`src/alu_pkg.sv`:
```
/*
   Shared definitions for the ALU integration engine.
   Widths, the opcode set, the instruction word layout and the result record.
   Modules import it inside their bodies and use scoped names on their ports.
*/
`default_nettype none

package alu_pkg;

   // Widths and sizes
   localparam int WORD_W = 32;
   localparam int REG_ADDR_W = 4;
   localparam int SRAM_ADDR_W = 6;
   localparam int SRAM_DEPTH = 64;       // Data block plus program
   localparam int REG_COUNT = 16;

   // Memory map
   localparam int DATA_BLOCK_WORDS = 16; // SRAM 0..15 copied to regs 0..15
   localparam int PROG_BASE = 16;        // First instruction word
   localparam int MAX_INSTR = 48;        // Rest of the SRAM

   typedef logic [WORD_W-1:0] word_t;
   typedef logic [REG_ADDR_W-1:0] reg_addr_t;
   typedef logic [SRAM_ADDR_W-1:0] sram_addr_t;

   // Codes 8..15 are undefined and behave as NOP
   typedef enum logic [3:0] {
      NOP    = 4'd0,
      ADD    = 4'd1,
      SUB    = 4'd2,
      AND_OP = 4'd3,
      OR_OP  = 4'd4,
      XOR_OP = 4'd5,
      SLT    = 4'd6,
      SLL    = 4'd7
   } opcode_t;

   typedef struct packed {
      logic z; // Zero
      logic v; // Signed overflow
      logic c; // Carry out of bit 31
      logic n; // Negative
   } alu_flags_t;

   // One instruction per SRAM word, upper half unused
   typedef struct packed {
      logic [15:0] unused;
      opcode_t opcode;
      reg_addr_t src0;
      reg_addr_t src1;
      reg_addr_t dest;
   } alu_instr_t;

   // What the host sees for each executed instruction
   typedef struct packed {
      reg_addr_t dest;
      word_t value;
      alu_flags_t flags;
   } alu_result_t;

endpackage

`default_nettype wire
```
`src/alu_subsystem.sv`:
```
/*
   Top of the ALU integration engine.
   Host loads data and program into SRAM, pulses start, and collects one
   result per non-NOP instruction followed by a done pulse.
*/
`default_nettype none

module alu_subsystem (
   input  wire logic               clk,
   input  wire logic               reset,
   input  wire logic               load_valid,
   input  wire alu_pkg::sram_addr_t load_addr,
   input  wire alu_pkg::word_t     load_data,
   input  wire logic               start,
   input  wire logic [5:0]         instr_count,
   output logic                    busy,
   output logic                    result_valid,
   output alu_pkg::alu_result_t    result,
   output logic                    done
);
   import alu_pkg::*;

   // SRAM port
   logic sram_we;
   sram_addr_t sram_addr, rd_addr;
   word_t sram_wdata, sram_rdata;
   // Copy path and decode
   logic copy_we, issue, issue_last;
   reg_addr_t copy_addr, src0, src1, issue_dest;
   word_t copy_data;
   opcode_t opcode;
   // Register file and ALU
   logic fr_we;
   reg_addr_t fr_waddr;
   word_t fr_wdata, rdata0, rdata1, alu_value;
   alu_flags_t alu_flags;

   program_loader u_loader (
      .clk(clk), .reset(reset), .load_valid(load_valid), .load_addr(load_addr),
      .load_data(load_data), .busy(busy), .rd_addr(rd_addr),
      .sram_we(sram_we), .sram_addr(sram_addr), .sram_wdata(sram_wdata)
   );

   word_sram u_sram (
      .clk(clk), .we(sram_we), .addr(sram_addr), .wdata(sram_wdata), .rdata(sram_rdata)
   );

   integration_sequencer u_seq (
      .clk(clk), .reset(reset), .start(start), .instr_count(instr_count),
      .sram_rdata(sram_rdata), .busy(busy), .rd_addr(rd_addr),
      .copy_we(copy_we), .copy_addr(copy_addr), .copy_data(copy_data),
      .src0(src0), .src1(src1), .opcode(opcode), .issue(issue),
      .issue_dest(issue_dest), .issue_last(issue_last)
   );

   register_file u_fr (
      .clk(clk), .reset(reset), .we(fr_we), .waddr(fr_waddr), .wdata(fr_wdata),
      .raddr0(src0), .raddr1(src1), .rdata0(rdata0), .rdata1(rdata1)
   );

   alu_core u_alu (
      .operand0(rdata0), .operand1(rdata1), .opcode(opcode),
      .value(alu_value), .flags(alu_flags)
   );

   result_writeback u_wb (
      .clk(clk), .reset(reset), .issue(issue), .issue_dest(issue_dest),
      .issue_last(issue_last), .alu_value(alu_value), .alu_flags(alu_flags),
      .copy_we(copy_we), .copy_addr(copy_addr), .copy_data(copy_data),
      .fr_we(fr_we), .fr_waddr(fr_waddr), .fr_wdata(fr_wdata),
      .result_valid(result_valid), .result(result), .done(done)
   );

endmodule

`default_nettype wire

```
`src/result_writeback.sv`:
```
/*
   Writeback and result port.
   Captures the ALU value and flags at the end of the execute cycle, then
   writes the register file and presents result_valid in the next cycle.
   The same write port carries the block copy; done follows the last issue.
*/
`default_nettype none

module result_writeback (
   input  wire logic               clk,
   input  wire logic               reset,
   input  wire logic               issue,
   input  wire alu_pkg::reg_addr_t issue_dest,
   input  wire logic               issue_last,
   input  wire alu_pkg::word_t     alu_value,
   input  wire alu_pkg::alu_flags_t alu_flags,
   input  wire logic               copy_we,
   input  wire alu_pkg::reg_addr_t copy_addr,
   input  wire alu_pkg::word_t     copy_data,
   output logic                    fr_we,
   output alu_pkg::reg_addr_t      fr_waddr,
   output alu_pkg::word_t          fr_wdata,
   output logic                    result_valid,
   output alu_pkg::alu_result_t    result,
   output logic                    done
);
   import alu_pkg::*;

   always_ff @(posedge clk) begin
      if (reset) begin
         result_valid <= 1'b0;
         done <= 1'b0;
      end else begin
         result_valid <= issue;
         done <= issue_last; // Lines up with busy falling
      end
   end

   always_ff @(posedge clk) begin
      if (issue) begin
         result <= '{dest: issue_dest, value: alu_value, flags: alu_flags};
      end
   end

   // Copy and pending result share the FR port
   assign fr_we    = copy_we || result_valid;
   assign fr_waddr = result_valid ? result.dest : copy_addr;
   assign fr_wdata = result_valid ? result.value : copy_data;

   // Copy phase ends before the first issue, so they never overlap
   a_port_conflict: assert property (
      @(posedge clk) disable iff (reset) copy_we |-> !result_valid
   ) else $error("[ERROR] %0t copy write collides with result write", $time);

endmodule

`default_nettype wire

```
`src/integration_sequencer.sv`:
```
/*
   Run control for the ALU engine.
   On start it copies the data block from SRAM into the register file, then
   loops fetch and execute over the program. In the execute cycle the SRAM
   word is decoded and the operands, opcode and issue strobe go out.
*/
`default_nettype none

module integration_sequencer (
   input  wire logic               clk,
   input  wire logic               reset,
   input  wire logic               start,
   input  wire logic [5:0]         instr_count,
   input  wire alu_pkg::word_t     sram_rdata,
   output logic                    busy,
   output alu_pkg::sram_addr_t     rd_addr,
   output logic                    copy_we,
   output alu_pkg::reg_addr_t      copy_addr,
   output alu_pkg::word_t          copy_data,
   output alu_pkg::reg_addr_t      src0,
   output alu_pkg::reg_addr_t      src1,
   output alu_pkg::opcode_t        opcode,
   output logic                    issue,
   output alu_pkg::reg_addr_t      issue_dest,
   output logic                    issue_last
);
   import alu_pkg::*;

   typedef enum logic [1:0] {
      IDLE,
      COPY,
      FETCH,
      EXEC
   } state_t;

   state_t state;
   logic [4:0] copy_cnt; // 0..16, 17 copy cycles
   logic [5:0] pc;       // Instruction index
   logic [5:0] last_pc;  // instr_count - 1, held for the run
   alu_instr_t instr;

   always_ff @(posedge clk) begin
      if (reset) begin
         state <= IDLE;
         copy_cnt <= '0;
         pc <= '0;
         last_pc <= '0;
      end else begin
         case (state)
            IDLE: begin
               if (start) begin // Start while busy cannot land here
                  state <= COPY;
                  copy_cnt <= '0;
                  pc <= '0;
                  last_pc <= instr_count - 6'd1;
               end
            end
            COPY: begin
               if (copy_cnt == 5'(DATA_BLOCK_WORDS)) begin
                  state <= FETCH; // Last write lands this cycle
               end else begin
                  copy_cnt <= copy_cnt + 5'd1;
               end
            end
            FETCH: state <= EXEC; // SRAM read in flight
            EXEC: begin
               if (pc == last_pc) begin
                  state <= IDLE;
               end else begin
                  pc <= pc + 6'd1;
                  state <= FETCH;
               end
            end
            default: state <= IDLE;
         endcase
      end
   end

   assign busy = (state != IDLE);

   // Copy reads run one ahead of copy writes
   always_comb begin
      if (state == COPY) begin
         rd_addr = sram_addr_t'(copy_cnt);
      end else begin
         rd_addr = sram_addr_t'(PROG_BASE) + pc; // Program fetch
      end
   end

   assign copy_we   = (state == COPY) && (copy_cnt != '0);
   assign copy_addr = reg_addr_t'(copy_cnt - 5'd1); // Write trails read by one
   assign copy_data = sram_rdata;

   // Decode, valid in EXEC only
   assign instr      = alu_instr_t'(sram_rdata);
   assign src0       = instr.src0;
   assign src1       = instr.src1;
   assign opcode     = instr.opcode;
   assign issue_dest = instr.dest;
   // NOP and codes 8..15 never issue
   assign issue      = (state == EXEC) &&
                       (instr.opcode inside {ADD, SUB, AND_OP, OR_OP, XOR_OP, SLT, SLL});
   assign issue_last = (state == EXEC) && (pc == last_pc); // Even on a NOP

   // Host must give a program length that fits in the SRAM
   a_count_range: assert property (
      @(posedge clk) disable iff (reset)
      (start && !busy) |-> (instr_count >= 6'd1 && instr_count <= 6'(MAX_INSTR))
   ) else $error("[ERROR] %0t instr_count %0d out of range", $time, instr_count);

endmodule

`default_nettype wire

```
`src/program_loader.sv`:
```
/*
   Host side of the SRAM port.
   Registers each host load word and writes it one cycle later while the
   engine is idle. During a run the port follows the sequencer read address
   and host loads are dropped.
*/
`default_nettype none

module program_loader (
   input  wire logic               clk,
   input  wire logic               reset,
   input  wire logic               load_valid,
   input  wire alu_pkg::sram_addr_t load_addr,
   input  wire alu_pkg::word_t     load_data,
   input  wire logic               busy,
   input  wire alu_pkg::sram_addr_t rd_addr,
   output logic                    sram_we,
   output alu_pkg::sram_addr_t     sram_addr,
   output alu_pkg::word_t          sram_wdata
);
   import alu_pkg::*;

   logic pend_valid;      // Host word waiting for the port
   sram_addr_t pend_addr;
   word_t pend_data;

   always_ff @(posedge clk) begin
      if (reset) begin
         pend_valid <= 1'b0;
      end else begin
         pend_valid <= load_valid && !busy; // Loads during a run are lost
      end
   end

   always_ff @(posedge clk) begin
      if (load_valid) begin
         pend_addr <= load_addr;
         pend_data <= load_data;
      end
   end

   // Port mux, sequencer owns it while busy
   assign sram_we    = pend_valid && !busy;
   assign sram_addr  = busy ? rd_addr : pend_addr;
   assign sram_wdata = pend_data;

   // A host load seen during a run never reaches the array
   a_no_load_when_busy: assert property (
      @(posedge clk) disable iff (reset) (load_valid && busy) |=> !sram_we
   ) else $error("[ERROR] %0t host load written during a run", $time);

endmodule

`default_nettype wire

```
`src/alu_core.sv`:
```
/*
   Combinational ALU, eight opcodes.
   Produces the result word and Z, V, C, N flags. Carry and overflow only
   come from ADD and SUB; zero and negative always track the result.
*/
`default_nettype none

module alu_core (
   input  wire alu_pkg::word_t   operand0,
   input  wire alu_pkg::word_t   operand1,
   input  wire alu_pkg::opcode_t opcode,
   output alu_pkg::word_t        value,
   output alu_pkg::alu_flags_t   flags
);
   import alu_pkg::*;

   logic [WORD_W:0] sum; // Extra bit holds the carry

   always_comb begin
      sum = '0;
      value = '0;
      flags = '0;
      case (opcode)
         ADD: begin
            sum = {1'b0, operand0} + {1'b0, operand1};
            value = sum[WORD_W-1:0];
            flags.c = sum[WORD_W];
            // Same signs in, different sign out
            flags.v = (operand0[WORD_W-1] == operand1[WORD_W-1]) &&
                      (value[WORD_W-1] != operand0[WORD_W-1]);
         end
         SUB: begin
            // a + ~b + 1, c set when a >= b unsigned
            sum = {1'b0, operand0} + {1'b0, ~operand1} + 1'b1;
            value = sum[WORD_W-1:0];
            flags.c = sum[WORD_W];
            flags.v = (operand0[WORD_W-1] != operand1[WORD_W-1]) &&
                      (value[WORD_W-1] != operand0[WORD_W-1]);
         end
         AND_OP: value = operand0 & operand1;
         OR_OP:  value = operand0 | operand1;
         XOR_OP: value = operand0 ^ operand1;
         SLT:    value = word_t'($signed(operand0) < $signed(operand1)); // Signed compare
         SLL:    value = operand0 << operand1[4:0]; // Low 5 bits only
         default: value = '0; // NOP and codes 8..15
      endcase
      flags.z = (value == '0);
      flags.n = value[WORD_W-1];
   end

endmodule

`default_nettype wire

```
`src/register_file.sv`:
```
/*
   16 x 32 register file for the ALU engine.
   Two combinational read ports feed the ALU, one synchronous write port is
   shared by block copy and writeback. Reset clears every register.
*/
`default_nettype none

module register_file (
   input  wire logic              clk,
   input  wire logic              reset,
   input  wire logic              we,
   input  wire alu_pkg::reg_addr_t waddr,
   input  wire alu_pkg::word_t    wdata,
   input  wire alu_pkg::reg_addr_t raddr0,
   input  wire alu_pkg::reg_addr_t raddr1,
   output alu_pkg::word_t         rdata0,
   output alu_pkg::word_t         rdata1
);
   import alu_pkg::*;

   word_t regs [REG_COUNT];

   always_ff @(posedge clk) begin
      if (reset) begin
         for (int i = 0; i < REG_COUNT; i++) begin
            regs[i] <= '0;
         end
      end else if (we) begin
         regs[waddr] <= wdata;
      end
   end

   // Operands for the execute cycle
   assign rdata0 = regs[raddr0];
   assign rdata1 = regs[raddr1];

endmodule

`default_nettype wire

```
`src/word_sram.sv`:
```
/*
   Single-port synchronous SRAM, 64 words.
   Holds the data block and the ALU program. Read data is registered and
   appears one cycle after the address. Write and read share the port.
*/
`default_nettype none

module word_sram (
   input  wire logic              clk,
   input  wire logic              we,
   input  wire alu_pkg::sram_addr_t addr,
   input  wire alu_pkg::word_t    wdata,
   output alu_pkg::word_t         rdata
);
   import alu_pkg::*;

   word_t mem [SRAM_DEPTH]; // No reset, contents come from the host

   always_ff @(posedge clk) begin
      if (we) begin
         mem[addr] <= wdata;
      end
      rdata <= mem[addr]; // Old data on a write cycle
   end

endmodule

`default_nettype wire

```
`config.mk`:
```
export PLATFORM = sky130hd
export DESIGN_NAME = alu_subsystem
export DESIGN_NICKNAME = d
export VERILOG_FILES = /design/src/alu_pkg.sv /design/src/alu_subsystem.sv /design/src/result_writeback.sv /design/src/integration_sequencer.sv /design/src/program_loader.sv /design/src/alu_core.sv /design/src/register_file.sv /design/src/word_sram.sv
export SDC_FILE = /design/constraint.sdc
export NUM_CORES = 2
export LEC_CHECK = 0
export ABC_AREA = 1
export BUFFER_PORTS_ARGS = -buffer_cell sky130_fd_sc_hd__buf_2
export CAP_MARGIN = 20
export CORE_ASPECT_RATIO = 1.4
export CORE_MARGIN = 5
export CORE_UTILIZATION = 57
export DETAILED_ROUTE_END_ITERATION = 10
export MAX_ROUTING_LAYER = met4
export PLACE_DENSITY = 0.7
export SYNTH_ARGS = -nofsm -noshare
export SYNTH_HDL_FRONTEND = slang
export SYNTH_HIERARCHICAL = 1
export SYNTH_SLANG_ARGS = --single-unit
```
`constraint.sdc`:
```
create_clock -name clk -period 15.7 [get_ports clk]
set_clock_uncertainty 0.1 [all_clocks]
set_input_delay 4.71 -clock clk [delete_from_list [all_inputs] [get_ports clk]]
set_output_delay 4.71 -clock clk [all_outputs]
set_load 0.02 [all_outputs]
```
==> impl_metrics.sql <==
INSERT INTO impl_metrics (metric_group, metric, value, unit) VALUES
('clocking', 'cts-root-buf', 'sky130_fd_sc_hd__clkbuf_16', ''),
('clocking', 'htree_levels', '5', ''),
('synthesis', 'share_of_cell_area_taken_by_muxes_after_synthesis', '0', '%'),
('timing', 'period_share', '46.62', '%'),
('setup_path', 'crit_path_category', 'reg -> reg', ''),
('setup_path', 'crit_arrival', '7910', 'ps'),
('synthesis', 'synth.net_count', '14708', ''),
('setup_path', 'critical_path.startpoint_type', 'register', ''),
('timing', 'post-route-min-period', '7320', 'ps'),
('setup_path', 'required', '16290', 'ps'),
('synthesis', 'mappedNetlistArea', '0.1296', 'mm^2'),
('job', 'drv_cap', '0', ''),
('synthesis', 'xor_xnor_fraction_of_synth_area', '0.08782', '%'),
('clocking', 'ctsLongestPathBuffers', '4', ''),
('layout', 'post_route_cells_drive_above_1_share', '6.453', '%'),
('timing', 'finalHoldViolations', '0', ''),
('layout', 'layout.cells.most_common', 'sky130_fd_sc_hd__nand2_1', ''),
('clocking', 'clock_input_transition_at_the_sequential_cells_of_the_worst_setup_and_hold_paths', '60', 'ps'),
('setup_path', 'worstSetupEndpointType', 'register', ''),
('clocking', 'number_of_gates_given_a_new_drive_strength_after_cts', '0', ''),
('synthesis', 'synth.yosys.seq_area_share', '61.93', '%'),
('clocking', 'clock_insertion_delay_at_the_later_pin_of_the_skew_report', '870', 'ps'),
('floorplan', 'die-area', '0.2372', 'mm^2'),
('synthesis', 'synth-edff-count', '2638', ''),
('routing', 'postRouteWirelength', '432.1', 'mm'),
('timing', 'tightestPinTransition', '1134', 'ps'),
('floorplan', 'start_util', '57.14', '%'),
('synthesis', 'post_synth_inst_count', '14547', ''),
('clocking', 'cts_made_buffers', '270', ''),
('place', 'hpwlAfterDp', '263.0', 'mm'),
('timing', 'final-max-slew-violation-count', '0', ''),
('timing', 'max_freq', '0.1366', 'GHz'),
('global_route', 'maximum_number_of_pins_on_one_net_before_global_route_repair', '200', ''),
('routing', 'total_vias_in_the_final_route', '100705', ''),
('synthesis', 'post_synth_fa_ha_maj_area_fraction', '1.102', '%'),
('timing', 'setup_violations', '0', ''),
('clocking', 'tritoncts', 'done', ''),
('synthesis', 'postSynth.asyncResetShare', '0', '%'),
('clocking', 'postCtsHoldBufs', '0', ''),
('layout', 'nets', '14441', ''),
('floorplan', 'die_x', '413.1', 'um'),
('synthesis', 'post_synth_and_or_nand_nor_area_fraction', '29.84', '%'),
('global_route', 'grt.total_usage', '36.84', '%'),
('outcome', 'outcome', 'finished clean', ''),
('synthesis', 'ys.warnings.count', '6', ''),
('setup_path', 'crit_path_max_fanout', '78', ''),
('layout', 'finalCoreUtilization', '61.94', '%'),
('power', 'leakage', '61.09', 'nW'),
('floorplan', 'floorplan.io_pins', '91', ''),
('min_path', 'hold_path_class', 'reg -> reg', ''),
('floorplan', 'std_cell_rows', '207', ''),
('global_route', 'initial_antenna_violation_count', '18', ''),
('place', 'buffer_ports.inserted', '90', ''),
('clocking', 'cts.sink_count', '2692', ''),
('routing', 'first_iter_violations', '11840', ''),
('floorplan', 'core', '0.2269', 'mm^2'),
('routing', 'ant_nets', '0', ''),
('synthesis', 'yosys_register_bits', '2692', ''),
('global_route', 'grt_pass1_vias', '95776', ''),
('synthesis', 'top_reg_cell_synth', 'sky130_fd_sc_hd__edfxtp_1', ''),
('routing', 'drc', '0', ''),
('routing', 'drt_pre_antenna_iters', '8', ''),
('global_route', 'grt_first_pass_wirelength', '623.5', 'mm'),
('timing', 'finalSetupTns', '0', 'ps'),
('floorplan', 'die_y', '574.3', 'um'),
('layout', 'commonest_cells_after_routing_fill_and_taps_aside', '7540 x sky130_fd_sc_hd__nand2_1, 2638 x sky130_fd_sc_hd__edfxtp_1, 1193 x sky130_fd_sc_hd__nand3_1, 885 x sky130_fd_sc_hd__inv_1, 748 x sky130_fd_sc_hd__nor2_1', ''),
('synthesis', 'synth.avg_cell_area', '8.912', 'um^2'),
('place', 'gpl.final_weighted_congestion', '0.9901', ''),
('layout', 'syn2layout_area_growth', '8.399', '%'),
('routing', 'via_density_per_instance', '5.750', ''),
('synthesis', 'synth_compound_gate_area_share', '0.9834', '%'),
('power', 'power_density', '185.5', 'mW/mm^2'),
('synthesis', 'post_synth_num_cell_types', '56', ''),
('routing', 'drt-wirelength-per-cell', '24.67', 'um'),
('global_route', 'grt-ovfl-total', '0', ''),
('clocking', 'post-cts-setup-buffer-count', '0', ''),
('timing', 'grt_setup_unrepaired', 'no', ''),
('power', 'ir_worst_vdd', '202.3', 'uV'),
('synthesis', 'synth_top_family_by_area', 'simple AND/OR/NAND/NOR gates', ''),
('timing', 'timing.max_slew.rel_slack', '24.11', '%');
per-stage QoR:
| step | setup slack [ps] | cell area, um^2 | hold slack [ps] | cells | total power [mW] |
|---|---|---|---|---|---|
| 2_1_floorplan | 9004 | 129600 | 343.9 | 14547 | 15.75 |
| 3_3_place_gp | 8232 | 131900 | 373.5 | 17028 | 19.51 |
| 3_5_place_dp | 8135 | 132000 | 378.3 | 17036 | 19.57 |
| 4_1_cts | 8718 | 140500 | 389.5 | 17503 | 25.88 |
| 5_1_grt | 8026 | 140500 | 403.1 | 17513 | 27.28 |
| 6_report | 8380 | 140500 | 387.7 | 17514 | 26.07 |
cell type report:
type	count	area [um^2]
clock inverter	137	1303
multi-input combinational	10086	42100
fill	18584	86340
antenna	9	22.52
inverter	927	3520
clock buffer	330	7162
sequential	2692	80320
tap	3030	3791
timing repair buffer	303	2323
synthesized netlist by cell type (all sizes together), types with 9 or more instances:
cell type | n | area (um^2)
nand2 | 7596 | 28650
edfxtp | 2638 | 79220
nand3 | 1202 | 6061
inv | 926 | 3478
nor2 | 866 | 3411
buf | 615 | 3517
clkbuf | 227 | 852.1
ha | 111 | 1389
a21oi | 92 | 475.5
o21ai | 58 | 297.8
dfxtp | 54 | 1081
nor3 | 29 | 216.5
nand4 | 23 | 143.9
o22ai | 21 | 131.4
o211ai | 16 | 125.1
o21bai | 10 | 75.07
nand3b | 9 | 80.08
xor2 | 9 | 78.83
where the power goes:
part           switching [mW]  leakage, nW  internal (mW)
clock network            2.73         4.14           3.63
logic                    8.71         32.1           2.73
registers               0.175         24.9           8.10
total                    11.6         61.1           14.5
metal layers:
layer  GRT usage [%]  part of all wire [%]  routed length, um
met1           40.77                    33             143300
met2           58.43                    47             205200
met3           5.574                   8.4              36410
met4           31.42                    11              47270
met5               -                     0                  0
worst paths after layout:
kind,endpoint,startpoint,slack (ps),depth (start not counted)
setup / recovery,u_wb/result[3]$_DFFE_PP_,u_sram/rdata[8]$_DFF_P_,8380,25
hold / removal,u_seq/last_pc[0]$_SDFFE_PP0P_,u_seq/last_pc[0]$_SDFFE_PP0P_,390,2
setup reg to reg,u_wb/result[3]$_DFFE_PP_,u_sram/rdata[8]$_DFF_P_,8380,25
hold reg to reg,u_seq/last_pc[0]$_SDFFE_PP0P_,u_seq/last_pc[0]$_SDFFE_PP0P_,390,2
critical path, cell delays in order (launching register included):
cell and delay (ps):
sky130_fd_sc_hd__dfxtp_4 880, sky130_fd_sc_hd__buf_4 770, sky130_fd_sc_hd__buf_4 650, sky130_fd_sc_hd__buf_4 870, sky130_fd_sc_hd__nand2_1 150, sky130_fd_sc_hd__nand3_1 140, sky130_fd_sc_hd__nand3_1 80, sky130_fd_sc_hd__nand3_1 200
sky130_fd_sc_hd__nand2_1 520, sky130_fd_sc_hd__inv_1 200, sky130_fd_sc_hd__ha_1 420, sky130_fd_sc_hd__nor2_1 310, sky130_fd_sc_hd__nand2_1 130, sky130_fd_sc_hd__inv_1 140, sky130_fd_sc_hd__nand2_1 100, sky130_fd_sc_hd__inv_1 80
sky130_fd_sc_hd__nand2_2 60, sky130_fd_sc_hd__nand2_2 100, sky130_fd_sc_hd__nand2_1 50, sky130_fd_sc_hd__nand3_1 130, sky130_fd_sc_hd__nand4_1 340, sky130_fd_sc_hd__nor2_1 190, sky130_fd_sc_hd__nand2_1 80, sky130_fd_sc_hd__nor2_1 120
sky130_fd_sc_hd__nand2_1 80, sky130_fd_sc_hd__nor2_1 120
cells by family after synthesis:
logic type | Yosys count
simple gates | 9744
flops | 2692
buf+inv | 1769
compound gates | 216
fa+ha+maj | 113
xor+xnor | 13
flip-flops by register name, summed over array words and instances, names as in the netlist:
signal	count
u_loader/sram_wdata	32
u_sram/rdata	32
u_wb/result_valid	1
u_seq/pc	6
u_seq/copy_cnt	5
u_fr/regs	512
u_wb/result	40
u_loader/pend_addr	6
u_wb/done	1
u_loader/pend_valid	1
u_seq/last_pc	6
u_seq/state	2
u_sram/mem	2048
(Power assumes the default switching activity.)
